File: src/mce_pkg.sv
package mce_pkg;

    // one bus word for delta, SHAKE and s data
    typedef logic [31:0] word_t;

    localparam int SEED_WORDS = 8;
    typedef logic [2:0] seed_addr_t;

    // alpha address sized for the largest field, M = 13
    localparam int ALPHA_ADDR_W = 13;

    typedef enum logic [2:0] {
        param_set_1 = 3'd1,
        param_set_2 = 3'd2,
        param_set_3 = 3'd3,
        param_set_5 = 3'd5
    } param_set_e;

    // SHAKE input length word, fixed for a 256-bit seed
    localparam word_t SHAKE_LEN_WORD = 32'h80000108;

    typedef enum logic [0:0] {ld_idle, ld_busy} loader_state_e;
    typedef enum logic [1:0] {fd_idle, fd_send, fd_fetch} feeder_state_e;
    typedef enum logic [1:0] {cl_idle, cl_fill_s, cl_fill_alpha, cl_finish} collector_state_e;

    // which message word the feeder is offering
    typedef enum logic [2:0] {
        sw_fblock,
        sw_length,
        sw_seed_first,
        sw_seed_mid,
        sw_seed_tail
    } shake_word_e;

    function automatic int m_of(param_set_e ps);
        return (ps == param_set_1) ? 12 : 13;
    endfunction

    // N / 32
    function automatic int s_words_of(param_set_e ps);
        case (ps)
            param_set_1: return 109;
            param_set_2: return 144;
            param_set_3: return 209;
            default:     return 256;
        endcase
    endfunction

    // one 32-bit random word per field element
    function automatic int alpha_words_of(param_set_e ps);
        return 1 << m_of(ps);
    endfunction

    function automatic word_t fblock_of(param_set_e ps);
        case (ps)
            param_set_1: return 32'h40020DA0;
            param_set_2: return 32'h40041200;
            param_set_3: return 32'h40041A20;
            default:     return 32'h40042000;
        endcase
    endfunction

    function automatic word_t rev_word(word_t w);
        word_t r;
        for (int i = 0; i < 32; i++) begin
            r[i] = w[31-i];
        end
        return r;
    endfunction

endpackage
File: src/seed_if.sv
`timescale 1ns/10ps

interface seed_if;
    import mce_pkg::*;

    logic       wr_en;
    seed_addr_t wr_addr;
    word_t      wr_data;
    seed_addr_t rd_addr;
    word_t      rd_data;

    // write side
    modport loader (output wr_en, output wr_addr, output wr_data);

    // read side, data one cycle after address
    modport feeder (output rd_addr, input rd_data);

    modport store (
        input  wr_en,
        input  wr_addr,
        input  wr_data,
        input  rd_addr,
        output rd_data
    );

endinterface

File: src/support_gen_top.sv
`timescale 1ns/10ps

module support_gen_top #(
    parameter mce_pkg::param_set_e PARAM_SET = mce_pkg::param_set_1
) (
    input  logic                             clk,
    input  logic                             rst,
    input  logic                             delta_valid,
    input  mce_pkg::word_t                   delta,
    output logic                             delta_ready,
    output logic                             shake_din_valid,
    output mce_pkg::word_t                   shake_din,
    input  logic                             shake_din_ready,
    input  logic                             shake_dout_valid,
    input  mce_pkg::word_t                   shake_dout,
    output logic                             shake_dout_ready,
    output logic                             s_wr_en,
    output logic [7:0]                       s_wr_addr,
    output mce_pkg::word_t                   s_data,
    output logic                             alpha_wr_en,
    output logic [mce_pkg::ALPHA_ADDR_W-1:0] alpha_wr_addr,
    output mce_pkg::word_t                   alpha_data,
    output logic                             done
);

    seed_if seed_bus ();

    logic seed_ready;
    logic msg_sent;

    seed_loader i_seed_loader (
        .clk         (clk),
        .rst         (rst),
        .delta_valid (delta_valid),
        .delta       (delta),
        .delta_ready (delta_ready),
        .run_done    (done),
        .seed_ready  (seed_ready),
        .seed        (seed_bus.loader)
    );

    seed_store i_seed_store (
        .clk  (clk),
        .seed (seed_bus.store)
    );

    shake_feeder #(.PARAM_SET(PARAM_SET)) i_shake_feeder (
        .clk             (clk),
        .rst             (rst),
        .seed_ready      (seed_ready),
        .seed            (seed_bus.feeder),
        .shake_din_valid (shake_din_valid),
        .shake_din       (shake_din),
        .shake_din_ready (shake_din_ready),
        .msg_sent        (msg_sent)
    );

    support_collector #(.PARAM_SET(PARAM_SET)) i_support_collector (
        .clk              (clk),
        .rst              (rst),
        .msg_sent         (msg_sent),
        .shake_dout_valid (shake_dout_valid),
        .shake_dout       (shake_dout),
        .shake_dout_ready (shake_dout_ready),
        .s_wr_en          (s_wr_en),
        .s_wr_addr        (s_wr_addr),
        .s_data           (s_data),
        .alpha_wr_en      (alpha_wr_en),
        .alpha_wr_addr    (alpha_wr_addr),
        .alpha_data       (alpha_data),
        .done             (done)
    );

endmodule

File: src/support_collector.sv
`timescale 1ns/10ps

module support_collector #(
    parameter mce_pkg::param_set_e PARAM_SET = mce_pkg::param_set_1
) (
    input  logic                             clk,
    input  logic                             rst,
    input  logic                             msg_sent,
    input  logic                             shake_dout_valid,
    input  mce_pkg::word_t                   shake_dout,
    output logic                             shake_dout_ready,
    output logic                             s_wr_en,
    output logic [7:0]                       s_wr_addr,
    output mce_pkg::word_t                   s_data,
    output logic                             alpha_wr_en,
    output logic [mce_pkg::ALPHA_ADDR_W-1:0] alpha_wr_addr,
    output mce_pkg::word_t                   alpha_data,
    output logic                             done
);
    import mce_pkg::*;

    localparam int S_WORDS     = s_words_of(PARAM_SET);
    localparam int ALPHA_WORDS = alpha_words_of(PARAM_SET);

    collector_state_e        state;
    logic [ALPHA_ADDR_W-1:0] word_cnt;
    logic                    accept;

    assign shake_dout_ready = (state == cl_fill_s) || (state == cl_fill_alpha);
    assign accept           = shake_dout_valid && shake_dout_ready;

    always_ff @(posedge clk) begin
        if (rst) begin
            state       <= cl_idle;
            word_cnt    <= '0;
            s_wr_en     <= 1'b0;
            alpha_wr_en <= 1'b0;
            done        <= 1'b0;
        end else begin
            s_wr_en     <= accept && (state == cl_fill_s);
            alpha_wr_en <= accept && (state == cl_fill_alpha);
            done        <= 1'b0;
            case (state)
                cl_idle: begin
                    word_cnt <= '0;
                    if (msg_sent) begin
                        state <= cl_fill_s;
                    end
                end
                cl_fill_s: begin
                    if (accept) begin
                        if (word_cnt == ALPHA_ADDR_W'(S_WORDS - 1)) begin
                            word_cnt <= '0;
                            state    <= cl_fill_alpha;
                        end else begin
                            word_cnt <= word_cnt + 1'b1;
                        end
                    end
                end
                cl_fill_alpha: begin
                    if (accept) begin
                        if (word_cnt == ALPHA_ADDR_W'(ALPHA_WORDS - 1)) begin
                            word_cnt <= '0;
                            state    <= cl_finish;
                        end else begin
                            word_cnt <= word_cnt + 1'b1;
                        end
                    end
                end
                cl_finish: begin
                    // last alpha write is on the port this cycle
                    done  <= 1'b1;
                    state <= cl_idle;
                end
                default: state <= cl_idle;
            endcase
        end
    end

    always_ff @(posedge clk) begin
        if (accept && state == cl_fill_s) begin
            s_wr_addr <= word_cnt[7:0];
            s_data    <= shake_dout;
        end
        if (accept && state == cl_fill_alpha) begin
            alpha_wr_addr <= word_cnt;
            // field ordering expects the random word msb-first
            alpha_data    <= rev_word(shake_dout);
        end
    end

endmodule

File: src/shake_feeder.sv
`timescale 1ns/10ps

module shake_feeder #(
    parameter mce_pkg::param_set_e PARAM_SET = mce_pkg::param_set_1
) (
    input  logic           clk,
    input  logic           rst,
    input  logic           seed_ready,
    seed_if.feeder         seed,
    output logic           shake_din_valid,
    output mce_pkg::word_t shake_din,
    input  logic           shake_din_ready,
    output logic           msg_sent
);
    import mce_pkg::*;

    feeder_state_e state;
    shake_word_e   op;
    seed_addr_t    rd_idx;
    // top byte of the previous stored word, carried into the next word
    logic [7:0]    top_byte;

    assign seed.rd_addr = rd_idx;

    always_ff @(posedge clk) begin
        if (rst) begin
            state           <= fd_idle;
            op              <= sw_fblock;
            rd_idx          <= '0;
            shake_din_valid <= 1'b0;
            msg_sent        <= 1'b0;
        end else begin
            msg_sent <= 1'b0;
            case (state)
                fd_idle: begin
                    if (seed_ready) begin
                        shake_din_valid <= 1'b1;
                        op              <= sw_fblock;
                        rd_idx          <= '0;
                        state           <= fd_send;
                    end
                end
                fd_send: begin
                    if (shake_din_ready) begin
                        case (op)
                            sw_fblock: begin
                                op <= sw_length;
                            end
                            sw_length: begin
                                // stored word 0 is already on rd_data
                                op     <= sw_seed_first;
                                rd_idx <= seed_addr_t'(1);
                            end
                            sw_seed_tail: begin
                                shake_din_valid <= 1'b0;
                                msg_sent        <= 1'b1;
                                state           <= fd_idle;
                            end
                            default: begin
                                // one bubble while the prefetched word settles
                                shake_din_valid <= 1'b0;
                                state           <= fd_fetch;
                            end
                        endcase
                    end
                end
                fd_fetch: begin
                    shake_din_valid <= 1'b1;
                    state           <= fd_send;
                    // index wrapped to zero once all eight words went out
                    if (rd_idx == '0) begin
                        op <= sw_seed_tail;
                    end else begin
                        op     <= sw_seed_mid;
                        rd_idx <= rd_idx + 1'b1;
                    end
                end
                default: state <= fd_idle;
            endcase
        end
    end

    // message word and carried byte, loaded alongside the control above
    always_ff @(posedge clk) begin
        if (state == fd_idle && seed_ready) begin
            shake_din <= fblock_of(PARAM_SET);
        end else if (state == fd_send && shake_din_ready && op == sw_fblock) begin
            shake_din <= SHAKE_LEN_WORD;
        end else if (state == fd_send && shake_din_ready && op == sw_length) begin
            shake_din <= {seed.rd_data[23:0], 8'h40};
            top_byte  <= seed.rd_data[31:24];
        end else if (state == fd_fetch) begin
            if (rd_idx == '0) begin
                shake_din <= {24'h000000, top_byte};
            end else begin
                shake_din <= {seed.rd_data[23:0], top_byte};
                top_byte  <= seed.rd_data[31:24];
            end
        end
    end

endmodule

File: src/seed_store.sv
`timescale 1ns/10ps

module seed_store (
    input logic   clk,
    seed_if.store seed
);
    import mce_pkg::*;

    word_t mem [SEED_WORDS];

    always_ff @(posedge clk) begin
        if (seed.wr_en) begin
            mem[seed.wr_addr] <= seed.wr_data;
        end
    end

    // registered read port for the feeder
    always_ff @(posedge clk) begin
        seed.rd_data <= mem[seed.rd_addr];
    end

endmodule

File: src/seed_loader.sv
`timescale 1ns/10ps

module seed_loader (
    input  logic           clk,
    input  logic           rst,
    input  logic           delta_valid,
    input  mce_pkg::word_t delta,
    output logic           delta_ready,
    input  logic           run_done,
    output logic           seed_ready,
    seed_if.loader         seed
);
    import mce_pkg::*;

    loader_state_e state;
    seed_addr_t    word_cnt;
    logic          accept;

    assign delta_ready = (state == ld_idle);
    assign accept      = delta_valid && delta_ready;

    always_ff @(posedge clk) begin
        if (rst) begin
            state      <= ld_idle;
            word_cnt   <= '0;
            seed.wr_en <= 1'b0;
            seed_ready <= 1'b0;
        end else begin
            seed.wr_en <= accept;
            // eighth word is in the store now
            seed_ready <= seed.wr_en && (seed.wr_addr == seed_addr_t'(SEED_WORDS - 1));
            case (state)
                ld_idle: begin
                    if (accept) begin
                        // wraps back to zero after the last word
                        word_cnt <= word_cnt + 1'b1;
                        if (word_cnt == seed_addr_t'(SEED_WORDS - 1)) begin
                            state <= ld_busy;
                        end
                    end
                end
                ld_busy: begin
                    // hold off new seeds until the run completes
                    if (run_done) begin
                        state <= ld_idle;
                    end
                end
                default: state <= ld_idle;
            endcase
        end
    end

    // delta word stored bit-reversed
    always_ff @(posedge clk) begin
        if (accept) begin
            seed.wr_addr <= word_cnt;
            seed.wr_data <= rev_word(delta);
        end
    end

endmodule

File: config.mk
export PLATFORM = sky130hd
export DESIGN_NAME = support_gen_top
export DESIGN_NICKNAME = d
export VERILOG_FILES = /design/src/mce_pkg.sv /design/src/seed_if.sv /design/src/support_gen_top.sv /design/src/support_collector.sv /design/src/shake_feeder.sv /design/src/seed_store.sv /design/src/seed_loader.sv
export SDC_FILE = /design/constraint.sdc
export NUM_CORES = 1
export LEC_CHECK = 0
export ABC_AREA = 0
export ABC_CLOCK_PERIOD_IN_PS = 3200
export CORE_MARGIN = 2
export CORE_UTILIZATION = 42
export DETAILED_ROUTE_END_ITERATION = 16
export DONT_BUFFER_PORTS = 1
export GPL_TIMING_DRIVEN = 1
export PLACE_DENSITY = 0.67
export SLEW_MARGIN = 0
export SYNTH_ARGS = -nofsm -noshare
export SYNTH_HDL_FRONTEND = slang
export SYNTH_SLANG_ARGS = --single-unit
File: constraint.sdc
create_clock -name clk -period 3.2 [get_ports clk]
set_input_delay 0.32 -clock clk [delete_from_list [all_inputs] [get_ports clk]]
set_output_delay 0.32 -clock clk [all_outputs]
set_load 0.05 [all_outputs]
After elaboration in Yosys (flattened, before gate mapping):

Memory sizes are Yosys's and may differ from the RTL's. A register that Yosys moved wholly into a read port is not among the register bits.
Index checks and enable logic that the tools add are counted.

* multiplexer cells: 43
* bitwise operators: 5
* add/subtract/negate cells: 3
* reduce and logical (&&, ||, !) cells: 30
* equality and inequality tests: 23

Operator list (number)
* $mux 32: 4
* $mux 13: 4
* $pmux 13 s3: 1
* $mux 8: 3
* $mux 3: 6
* $ne 2x2->1 const B: 9
* $pmux 3 s3: 2
* $mux 2: 7
* $add 13x1->13 const B: 1
* $eq 13x12->1 const B: 1
* $eq 13x7->1 const B: 1
* $reduce_and 4->1: 3
* $mux 1: 10
* $reduce_and 5->1: 2
* $eq 3x3->1 const B: 3
* $logic_and 1x1->1: 9
* $reduce_bool 3->1: 3
* $pmux 2 s4: 1
* $add 3x1->3 const B: 2
* $eq 2x2->1 const B: 3
* $logic_not 3->1: 2
* $pmux 2 s3: 1
* $pmux 3 s2: 1
* $reduce_and 3->1: 2
* other kinds (14): 23

* logic and storage cells: 129
* input bits: 69
* flip-flop bits (word level): 194
* memories kept: 1
* memory bits (writable): 256
* output and inout bits: 123

Memories
* i_seed_store.mem: depth 8, width 32, rd ports 1, clocked after Yosys merged registers in 1, wr ports 1, line seed_store.sv:9 `word_t mem [SEED_WORDS];`

Depth between registers and ports, before layout:

Gate-level depths: netlist (run 1).

* depth in word-level cells: 5
* mapped depth: 11
* mapped depth without buffers: 7

Cells and area by module:

A second synthesis (run 1) with hierarchy kept.

* cells, all modules: 853
* area, all modules: 17377.9 sq um

Modules (own cells, without submodules)
* seed_store: times used 1, area each 10466.3 sq um, cells an instance 415, sequential area each 8328.0 sq um
* support_collector: times used 1, area each 3572.2 sq um, cells an instance 196, sequential area each 2912.8 sq um
* shake_feeder: times used 1, area each 2020.7 sq um, cells an instance 182, sequential area each 1081.0 sq um
* seed_loader: times used 1, area each 1318.8 sq um, cells an instance 60, sequential area each 1171.1 sq um

Least setup slack after synthesis (run 1):

Ideal clock, no wire load.

* path type: reg2reg
* start point: register i_seed_loader.seed.wr_addr[1]
* end point: memory i_seed_store.mem[0][0] (netlist bit), enable pin
* library setup time: 0.461 ns
* data required time: 2.739 ns
* period minus slack after synthesis: 3.221 ns
* path buffers: 0
* stages on the path, launching flop included: 3
* slack: -0.021 ns
* data arrival time: 2.760 ns
* cell sequence: edfxtp_1 -> nand2b_1 -> nor3_1

RTL lines
* start: declaration: line seed_if.sv:13 `modport loader (output wr_en, output wr_addr, output wr_data);`
* start signal: assignment: line seed_loader.sv:56 `seed.wr_addr <= word_cnt;`
* end: declaration: line seed_store.sv:9

Straight into the memory's write port.

Worst setup path in the final report (run 1):

* start point: register i_shake_feeder.state[1]
* end point: register i_shake_feeder.shake_din[24]

* longest elaborated chain between the ends: 4
* elaborated cells on any way between the ends: 10
* those cells by class: 2 x eq/ne; 1 x mux; 7 x reduce/logical

RTL lines
* start: declaration: line shake_feeder.sv:17 `feeder_state_e state;`
* start signal: assignment: line shake_feeder.sv:27 `state <= fd_idle;`
* start signal: assignment: line shake_feeder.sv:40 `state <= fd_send;`
* start signal: assignment: line shake_feeder.sv:57 `state <= fd_idle;`
* $eq 2x1->1: line shake_feeder.sv:87, shake_feeder.sv:89
* $logic_and 1x1->1: line shake_feeder.sv:87, shake_feeder.sv:89
* $logic_and 1x1->1, on equally long branches: line shake_feeder.sv:89, shake_feeder.sv:87
* $mux 32 (tied with other cells): line shake_feeder.sv:89 `end else if (state == fd_send && shake_din_ready && op == sw_length) begin`
* end signal: assignment: line shake_feeder.sv:86 `shake_din <= fblock_of(PARAM_SET);`
* end signal: assignment: line shake_feeder.sv:90 `shake_din <= {seed.rd_data[23:0], 8'h40};`
* end signal: assignment: line shake_feeder.sv:94 `shake_din <= {24'h000000, top_byte};`
* end: declaration: line shake_feeder.sv:11 `output mce_pkg::word_t shake_din,`

Several ways; a longest one is shown, not always the timed one.
A chain may end at the register's enable or synchronous reset.

==> run summary, run 1 <==
outcome - finished, final reports clean
TritonCTS clock tree - built
switching power - 2990 uW
Power Dens Cells - 678 nW/um2
Post-Syn Nets - 947
std cell rows - 73
EDFF count, synth - 384
Power Internal - 10800 uW
drt initial violations - 488
Util after Layout - 50.8%
peak supply drop - 547 uV
share of layout cells above drive strength 1 - 22.0%
via count - 8212
initial antenna violation count - 0
max-slew violations - 0
DRT Wirelength - 34600 um
switching share of power - 21.7%
GRT Overall Usage - 16.4%
Yosys cell types - 56
Logic pwr share - 3.2%
largest net degree at the start of global routing - 67
Max clock buf depth - 3
#FFs+latches synth - 482
total grt overflow - 0
clock power share - 43.9%
Post-DRT Antenna Nets - 0
start point of the worst min-delay path - rst
Clock Latency Late Sink - 600 ps
boundary pin count - 192
final-layout fill cell count - 3203
Ys Warns - 0
Setup TNS - 0 ps
critical path class - flip-flop to flip-flop
final hold slack - 38.1 ps
share of the synthesized area in the top cell type - 67.4%
fin crit period - 2410 ps
first-pass GRT wire length - 51500 um
RSZ-0062 raised after global routing - false
Ant. Diodes - 0
post-cts resize count - 0
number of CTS-inserted buffers - 49
fmax - 414 MHz
Async SR Flop Fraction - 0%
Final Hold Fails - 0
RR Startpoint - i_shake_feeder.state[1]
crit path to - i_shake_feeder.shake_din[24]
clock sink total - 482
largest cells by area after synthesis - edfxtp_1, dfxtp_1, mux4_2
part of the cycle the worst path needs - 75.4%
post-synthesis instance total - 864
final setup violation count - 0
Arr. time, crit path - 2930 ps
Syn Area/Cell - 19.8 um2
worst min-delay path category - input pin to flip-flop
Worst-Margin Slew - 1050 ps
die extent in y - 206 um
critical path fanouts, max - 18
largest area contributor in the netlist - edfxtp_1
synthesized cell area - 17100 um2
Placement Cell Area - 17900 um2
P_leak - 0.00657 uW
data required time of the worst path - 3720 ps
# DRC - 0
max cap viols - 0
full die area - 42400 um2
WL/cell - 22.5 um
Die W - 206 um
r2r worst-path depth - 6
reg2reg end - i_shake_feeder.shake_din[24]
Root Buffer - clkbuf_16
vias in the first global route - 8524
post-synthesis sequential area ratio - 78.9%
clock skew - 26.0 ps
H-tree depth - 2
part of the power in registers - 52.9%
commonest non-fill, non-tap cell in the layout - edfxtp_1
most frequent cells in the layout - edfxtp_1, dfxtp_1, dlygate4sd3_1
Layout area overhead - 18.9%
CP endpoint kind - flip-flop
starting density of the core - 42.8%
fin area - 20300 um2
Nets - 1057
Clock Pin Slew Worst Setup and Hold Paths - 60 ps
CP Launch Type - flip-flop
crit path launch - i_shake_feeder.state[1]
detailed placement HPWL - 20000 um
RD Place Congestion - 0.830
worst hold stages - 3
IO Port Bufs - 0
r2r setup slk - 790 ps
max_slew headroom - 29.9%
drt first pass iters - 5
top_reg_cell synth - edfxtp_1
Vias/cell - 5.34
CORE AREA - 40000 um2
## how the worst min path moves through the flow
stage | to | slack [ps]
finish | i_support_collector.word_cnt[10] | 40
global route | i_support_collector.word_cnt[12] | 60
CTS | i_support_collector.word_cnt[10] | 7
detailed placement | i_shake_feeder.top_byte[4] | 390
global placement | i_shake_feeder.top_byte[5] | 390
floorplan | i_shake_feeder.top_byte[0] | 390
## stage by stage
stage	setup slack [ps]	total power (uW)	std cells
2_1_floorplan	33.9	7620	864
3_3_place_gp	913	7770	1381
3_5_place_dp	802	7790	1381
4_1_cts	758	13900	1539
5_1_grt	597	14200	1539
6_report	787	13800	1539
## metal layers
layer	GRT usage, %	share of wire (%)
met1	20.2	41
met2	27.8	48
met3	4.80	7.9
met4	5.61	2.8
met5	0	0
## flip-flops by register name, summed over array words and instances, names as in the netlist, 2 cells and up
signal and cells:
i_support_collector.alpha_wr_addr 13, i_support_collector.word_cnt 13, i_support_collector.state 2, i_seed_store.seed.rd_data 32, i_shake_feeder.state 2, i_shake_feeder.shake_din 32, i_seed_store.mem 256, i_seed_loader.seed.wr_data 32
i_shake_feeder.seed.rd_addr 3, i_support_collector.s_data 32, i_seed_loader.word_cnt 3, i_shake_feeder.op 3, i_seed_loader.seed.wr_addr 3, i_support_collector.alpha_data 32, i_support_collector.s_wr_addr 8, i_shake_feeder.top_byte 8
## kinds of logic (layout without fill, tap and decap cells)
group	after synthesis	after routing	synth area share (%)
flops	482	482	78.9
simple gates	122	122	3.80
mux	109	109	11.3
compound gates	84	84	3.62
buf+inv	50	200	1.19
fa+ha+maj	14	14	1.02
xor+xnor	3	3	0.154
## power by group through the flow
stage               sequential [uW]  combinational [uW]  clock [uW]
CTS                            7300                 447        6190
finish                         7290                 446        6050
global route                   7310                 488        6450
detailed placement             7430                 363           0
floorplan                      7350                 268           0
global placement               7420                 356           0
## timing repair
action	in CTS	in global routing
setup buffers	0	0
hold buffers	67	0
endpoints found under the hold margin	116	0
setup endpoints to repair	0	0
## cell type report
| cell class | instances | area (um2) | area share (%) |
|---|---|---|---|
| sequential | 482 | 13500 | 66.4 |
| multi-input combinational | 332 | 3480 | 17.1 |
| clock buffer | 68 | 1410 | 6.92 |
| timing repair buffer | 88 | 866 | 4.26 |
| tap | 525 | 657 | 3.23 |
| clock inverter | 23 | 344 | 1.69 |
| inverter | 21 | 78.8 | 0.388 |
## critical path: stages (launching register included)
cell and delay, ps:
dfxtp_1 360, inv_1 90, ha_1 330, and2_1 230, and2_1 250, nor3_4 820
a22o_1 240
## Yosys cell counts (3+ instances only)
cell type	number
edfxtp_1	384
nor2b_1	7
nand2_1	21
and2_1	9
a211oi_1	3
nor2_1	30
a21oi_1	17
o21ai_0	11
a22o_1	18
o21ai_1	4
xnor2_1	3
buf_2	7
nand2b_1	7
nor3_1	10
clkbuf_1	15
a221o_1	5
mux2_2	34
ha_1	14
mux2i_1	11
nand3_1	12
buf_1	5
inv_1	21
a31oi_1	4
dfxtp_1	98
o22ai_1	5
or3_1	4
mux4_2	64
nand4_1	4
Note: power is estimated with default switching activity, not from simulation.
==> inputs of run 2 (changes only) <==
- ABC_AREA: 0 -> 1
- ABC_CLOCK_PERIOD_IN_PS: 3200 -> 2200
- clock period: 3.2 -> 2.2 ns (I/O delays scaled with it)
==> run 2 against run 1 <==
Clock-buffer cell count is the same. Utilization shrank 0.72 points. Flip-flop and latch count is the same. Clock power grew 36%. Critical path type unchanged. Critical endpoint is now i_shake_feeder.shake_din[19].
==> run summary, run 2 <==
via count - 10400 (+26%)
Root Buffer - clkbuf_16
#FFs+latches synth - 482 (unchanged)
Max clock buf depth - 3 (unchanged)
Setup Fix Bufs, Post-CTS - 0 (unchanged)
full die area - 43200 um2 (+1.9%)
Non-Filler Instances - 1985 (+29%)
CP Launch Type - flip-flop
H-tree depth - 2 (unchanged)
Ant. Diodes - 0 (unchanged)
critical path class - flip-flop to flip-flop
Util after Layout - 50.1% (-0.72 points)
Clock Latency Late Sink - 580 ps (-20 ps)
r2r worst-path depth - 12 (+6)
Nets - 1497 (+42%)
Ys Warns - 0 (unchanged)
RSZ-0062 raised after global routing - false
top_reg_cell synth - edfxtp_1
reg2reg end - i_shake_feeder.shake_din[19]
CORE AREA - 40900 um2 (+2.3%)
Setup TNS - 0 ps (unchanged)
Die W - 208 um (+0.97%)
Setup WS post-layout - 281 ps (-506 ps)
max-slew violations - 0 (unchanged)
Yosys cell types - 32 (-43%)
largest net degree at the start of global routing - 132 (+97%)
total grt overflow - 0 (unchanged)
WL/cell - 19.1 um (-15%)
RR Startpoint - i_shake_feeder.state[1]
std cell rows - 74 (+1.4%)
number of CTS-inserted buffers - 48 (-2.0%)
max cap viols - 0 (unchanged)
starting density of the core - 42.6% (-0.13 points)
largest cells by area after synthesis - edfxtp_1, dfxtp_1, nand2_1
fmax - 521 MHz (+26%)
first-pass GRT wire length - 58400 um (+13%)
Final Hold Fails - 0 (unchanged)
DRT Wirelength - 37800 um (+9.5%)
r2r setup slk - 280 ps (-510 ps)
TritonCTS clock tree - built
outcome - finished, final reports clean
data required time of the worst path - 2710 ps (-1010 ps)
Post-DRT Antenna Nets - 0 (unchanged)
Power Dens Cells - 1030 nW/um2 (+52%)
crit path to - i_shake_feeder.shake_din[19]
largest area contributor in the netlist - edfxtp_1
Syn Area/Cell - 13.1 um2 (-34%)
drt initial violations - 723 (+48%)
CP endpoint kind - flip-flop
Placed Cells - 1827 (+32%)
synthesized cell area - 17400 um2 (+2.0%)
initial antenna violation count - 0 (unchanged)
largest register by flop count - i_seed_store.mem
hold-fix buffers at CTS - 69 (+3.0%)
Largest register FFs - 256 (unchanged)
fin crit period - 1920 ps (-494 ps)
detailed placement HPWL - 21600 um (+7.8%)
most frequent cells after synthesis - edfxtp_1, nand2_1, nor2_1
most frequent cells in the layout - edfxtp_1, nand2_1, nor2_1
share of the synthesized area in the top cell type - 66.1% (-1.3 points)
drt first pass iters - 5 (unchanged)
die extent in y - 208 um (+0.97%)
vias in the first global route - 10100 (+19%)
most common cell in the netlist - edfxtp_1
post-cts resize count - 0 (unchanged)
commonest non-fill, non-tap cell in the layout - edfxtp_1
share of layout cells above drive strength 1 - 9.15% (-13 points)
clock skew - 16.3 ps (-9.67 ps)
worst min-delay path category - input pin to flip-flop
Async SR Flop Fraction - 0% (unchanged)
part of the cycle the worst path needs - 87.2% (+12 points)
pre-CTS setup slack - 290 ps (-512 ps)
Worst-Margin Slew - 982 ps (-65.2 ps)
final-layout fill cell count - 3403 (+6.2%)
worst hold stages - 3 (unchanged)
P_leak - 0.00726 uW (+10%)
post-synthesis sequential area ratio - 77.4% (-1.5 points)
Clock Pin Slew Worst Setup and Hold Paths - 60 ps (about the same)
peak supply drop - 586 uV (+7.2%)
# DRC - 0 (unchanged)
Total Power - 21100 uW (+53%)
post-synthesis instance total - 1329 (+54%)
max_slew headroom - 34.3% (+4.4 points)
clock sink total - 482 (unchanged)
EDFF count, synth - 384 (unchanged)
Vias/cell - 5.22 (-2.3%)
critical path fanouts, max - 18 (unchanged)
boundary pin count - 192 (unchanged)
Arr. time, crit path - 2430 ps (-500 ps)
IO Port Bufs - 0 (unchanged)
GRT Overall Usage - 17.3% (+0.90 points)
crit path launch - i_shake_feeder.state[1]
final setup violation count - 0 (unchanged)
Post-Syn Nets - 1412 (+49%)
RD Place Congestion - 0.824 (-0.73%)
Layout area overhead - 17.6%
-- run 2: cell types whose count changed after synthesis, moves of 11 or more --
cell	before	now
a22o_1	18	0
clkbuf_1	15	28
inv_1	21	47
mux2_2	34	0
mux2i_1	11	0
mux4_2	64	0
nand2_1	21	225
nand3_1	12	59
nor2_1	30	178
o21ai_0	11	122
o21ai_1	4	19
o22ai_1	5	64
-- run 2: metal layers --
layer | wire length (um) | up-vias | global-route usage [%]
li1 | - | 4903 | -
met1 | 15700 | 5006 | 21.7
met2 | 18400 | 370 | 29.1
met3 | 2810 | 73 | 4.61
met4 | 975 | 0 | 6.02
met5 | 0 | - | 0
-- run 2: report_power, final --
part	internal [uW]	switching [uW]	total [uW]
logic	514	1040	1550
registers	10300	1010	11300
clock network	4910	3320	8230
total	15700	5370	21100
-- run 2: worst min-delay path by stage --
stage	startpoint	to
2_1_floorplan	rst	i_seed_loader.seed.wr_en
3_3_place_gp	rst	i_support_collector.word_cnt[12]
3_5_place_dp	rst	i_support_collector.alpha_wr_en
4_1_cts	shake_din_ready	i_shake_feeder.state[0]
5_1_grt	rst	i_support_collector.state[1]
6_report	rst	i_support_collector.state[1]
-- run 2: worst max-delay path, stage by stage, from the launching register on --
cell,delay [ps]
dfxtp_1,380
inv_1,80
ha_1,240
nand2_1,120
inv_2,60
nand3_2,110
nand2_1,100
inv_2,60
nand2_1,60
inv_2,160
buf_4,310
nand2_1,100
nand2_1,70
-- run 2: logic make-up (layout without fill, tap and decap cells) --
logic type,count (synthesis),after routing,synth area share (%)
AND/OR/NAND/NOR,487,487,11.4
flip-flops,482,482,77.4
AO/OA/AOI/OAI,233,233,7.35
buffers and inverters,111,235,2.77
adder cells (fa/ha/maj),14,14,1.00
XOR/XNOR,2,2,0.100
-- run 2: cell type report --
cell class	count	area, um2	share of cell area [%]
sequential	482	13500	65.8
multi-input combinational	736	3500	17.1
clock buffer	68	1360	6.63
timing repair buffer	93	1030	5.04
tap	532	666	3.25
clock inverter	21	254	1.24
inverter	53	199	0.970
-- run 2: metrics by stage --
step,instance area [um2],hold slack (ps)
6_report,20500,34.9
2_1_floorplan,17500,304
5_1_grt,20500,51.3
4_1_cts,20500,2.98
3_5_place_dp,18200,298
3_3_place_gp,18200,297
==> inputs of run 3 (changes only) <==
- CELL_PAD_IN_SITES_DETAIL_PLACEMENT: not set -> 0
- CELL_PAD_IN_SITES_GLOBAL_PLACEMENT: not set -> 1
- PLACE_DENSITY: 0.67 -> 0.77
==> run 3 against run 2 <==
Final area shrank 0.37%. Non-clock buffer count is 4 higher. Via count decreased by 0.47%. Critical path depth did not move. Clock-buffer cell count is 4 lower. Sequential power about the same. Utilization down 0.19 points. Flip-flop and latch count unchanged. Clock skew increased by 23 ps. Global-route usage rose by 0.087 points. Critical endpoint unchanged. Largest power group unchanged. First-iteration DRC count fell by 0.69%. Hold slack improved by 3.7 ps.
==> run summary, run 3 (synthesis gave the netlist of run 2 again) <==
critical path fanouts, max - 18 (unchanged)
IO Port Bufs - 0 (unchanged)
delay-heaviest family, CP - buffers and inverters
Power Dens Cells - 1010 nW/um2 (-2.3%)
Setup Fix Bufs, Post-CTS - 0 (unchanged)
Final Hold Fails - 0 (unchanged)
DRT Wirelength - 37800 um (-0.13%)
Max clock buf depth - 3 (unchanged)
drt first pass iters - 4 (-1)
outcome - finished, final reports clean
Clock Pin Slew Worst Setup and Hold Paths - 60 ps (about the same)
via count - 10300 (-0.47%)
r2r setup slk - 330 ps (+50 ps)
vias in the first global route - 10000 (-0.98%)
commonest non-fill, non-tap cell in the layout - edfxtp_1
GRT Overall Usage - 17.4% (+0.087 points)
worst min-delay path category - input pin to flip-flop
first-pass GRT wire length - 58200 um (-0.31%)
final-layout fill cell count - 3436 (+0.97%)
critical path cell sequence - inv_1 -> ha_1 -> nand2_1 -> inv_2 -> nand3_2 -> nand2_1 -> inv_2 -> nand2_1 -> inv_2 -> buf_4 -> nand2_1 -> nand2_1
Buf/Inv on CP - 5 (unchanged)
part of the cycle the worst path needs - 84.8% (-2.4 points)
fmax - 536 MHz (+2.8%)
share of layout cells above drive strength 1 - 8.93% (-0.22 points)
CP Launch Type - flip-flop
number of CTS-inserted buffers - 47 (-2.1%)
Largest register FFs - 256 (unchanged)
std cell rows - 74 (unchanged)
max-slew violations - 0 (unchanged)
cell mode on critical path - nand2_1
WL/cell - 19.0 um (-0.28%)
full die area - 43200 um2 (unchanged)
clock skew - 39.3 ps (+23.0 ps)
Die W - 208 um (unchanged)
boundary pin count - 192 (unchanged)
Post-DRT Antenna Nets - 0 (unchanged)
Largest stage delay, worst path - 390 ps (about the same)
CORE AREA - 40900 um2 (unchanged)
most frequent cells in the layout - edfxtp_1, nand2_1, nor2_1
Root Buffer - clkbuf_16
clock sink total - 482 (unchanged)
CP endpoint kind - flip-flop
Worst-Margin Slew - 1060 ps (+78.6 ps)
peak supply drop - 661 uV (+13%)
starting density of the core - 42.6% (unchanged)
Util after Layout - 49.9% (-0.19 points)
RSZ-0062 raised after global routing - false
die extent in y - 208 um (unchanged)
# DRC - 0 (unchanged)
Total Power - 20500 uW (-2.7%)
Nets - 1500 (+0.20%)
Vias/cell - 5.18 (-0.62%)
P_leak - 0.00721 uW (-0.62%)
critical path class - flip-flop to flip-flop
fin crit period - 1870 ps (-53.1 ps)
final setup violation count - 0 (unchanged)
RD Place Congestion - 0.785 (-4.7%)
total grt overflow - 0 (unchanged)
max cap viols - 0 (unchanged)
data required time of the worst path - 2730 ps (+20 ps)
largest register by flop count - i_seed_store.mem
largest net degree at the start of global routing - 132 (unchanged)
Layout area overhead - 17.1%
initial antenna violation count - 0 (unchanged)
CP max-delay cell - dfxtp_1
Clock Latency Late Sink - 590 ps (about the same)
max_slew headroom - 29.0% (-5.3 points)
Arr. time, crit path - 2400 ps (-30 ps)
TritonCTS clock tree - built
H-tree depth - 2 (unchanged)
drt initial violations - 718 (-0.69%)
detailed placement HPWL - 21400 um (-0.61%)
[run 3: cell count changes in the layout (fill, tap and decap cells not counted), sizes merged]
cell | previous run | this run
dlygate4sd3 | 69 | 68
clkbuf | 68 | 64
buf | 24 | 29
bufinv | 5 | 2
inv | 54 | 56
diode | 0 | 1
clkinvlp | 3 | 1
clkinv | 12 | 17
[run 3: metrics by stage]
step	cell area, um2	std cells	hold slack, ps	worst slack (ps)	TNS (ps)
floorplan	17500	1329	304	-112	-23240
global placement	18300	1832	299	402	0
detailed placement	18300	1832	299	323	0
CTS	20400	1987	7.68	293	0
global route	20400	1987	69.0	145	0
finish	20400	1988	38.6	334	0
[run 3: area by class of cell]
| type | count | area, um2 | share of cell area, % |
|---|---|---|---|
| Sequential cell | 482 | 13500 | 66.1 |
| Multi-Input combinational cell | 736 | 3500 | 17.1 |
| Clock buffer | 64 | 1280 | 6.27 |
| Timing Repair Buffer | 97 | 1070 | 5.26 |
| Tap cell | 532 | 666 | 3.26 |
| Clock inverter | 23 | 213 | 1.04 |
| Inverter | 53 | 199 | 0.974 |
| Antenna cell | 1 | 2.50 | 0.0122 |
[run 3: worst paths after layout]
path                                 startpoint                           end  cells after the start
setup / recovery        i_shake_feeder.state[1]  i_shake_feeder.shake_din[19]                     12
hold / removal                  shake_din_ready       i_shake_feeder.state[0]                      5
setup reg to reg        i_shake_feeder.state[1]  i_shake_feeder.shake_din[19]                     12
hold reg to reg   i_seed_store.seed.rd_data[24]    i_shake_feeder.top_byte[0]                      0
[run 3: report_power, final]
group          leakage, uW  internal, uW  switching [uW]
clock network     0.000723          4360            3300
logic              0.00217           535            1090
registers          0.00432         10300             942
total              0.00721         15200            5340
[run 3: worst register-to-register path: stages (launching register included)]
cell     delay [ps]
dfxtp_1         390
inv_1            80
ha_1            230
nand2_1         110
inv_2            60
nand3_2         110
nand2_1         100
inv_2            60
nand2_1          50
inv_2           150
buf_4           280
nand2_1         120
nand2_1          60
[run 3: what timing repair did]
action                                 4_1_cts  5_1_grt
endpoints found under the hold margin      119        0
gates resized for setup                      0        0
hold buffers                                68        0
[run 3: metal layers]
layer	global-route usage (%)	part of all wire (%)	vias up
met2	28.8	47	363
met1	22.7	43	4974
met5	0	0	-
li1	-	-	4904
met3	4.60	7.5	62
met4	4.96	2.1	0
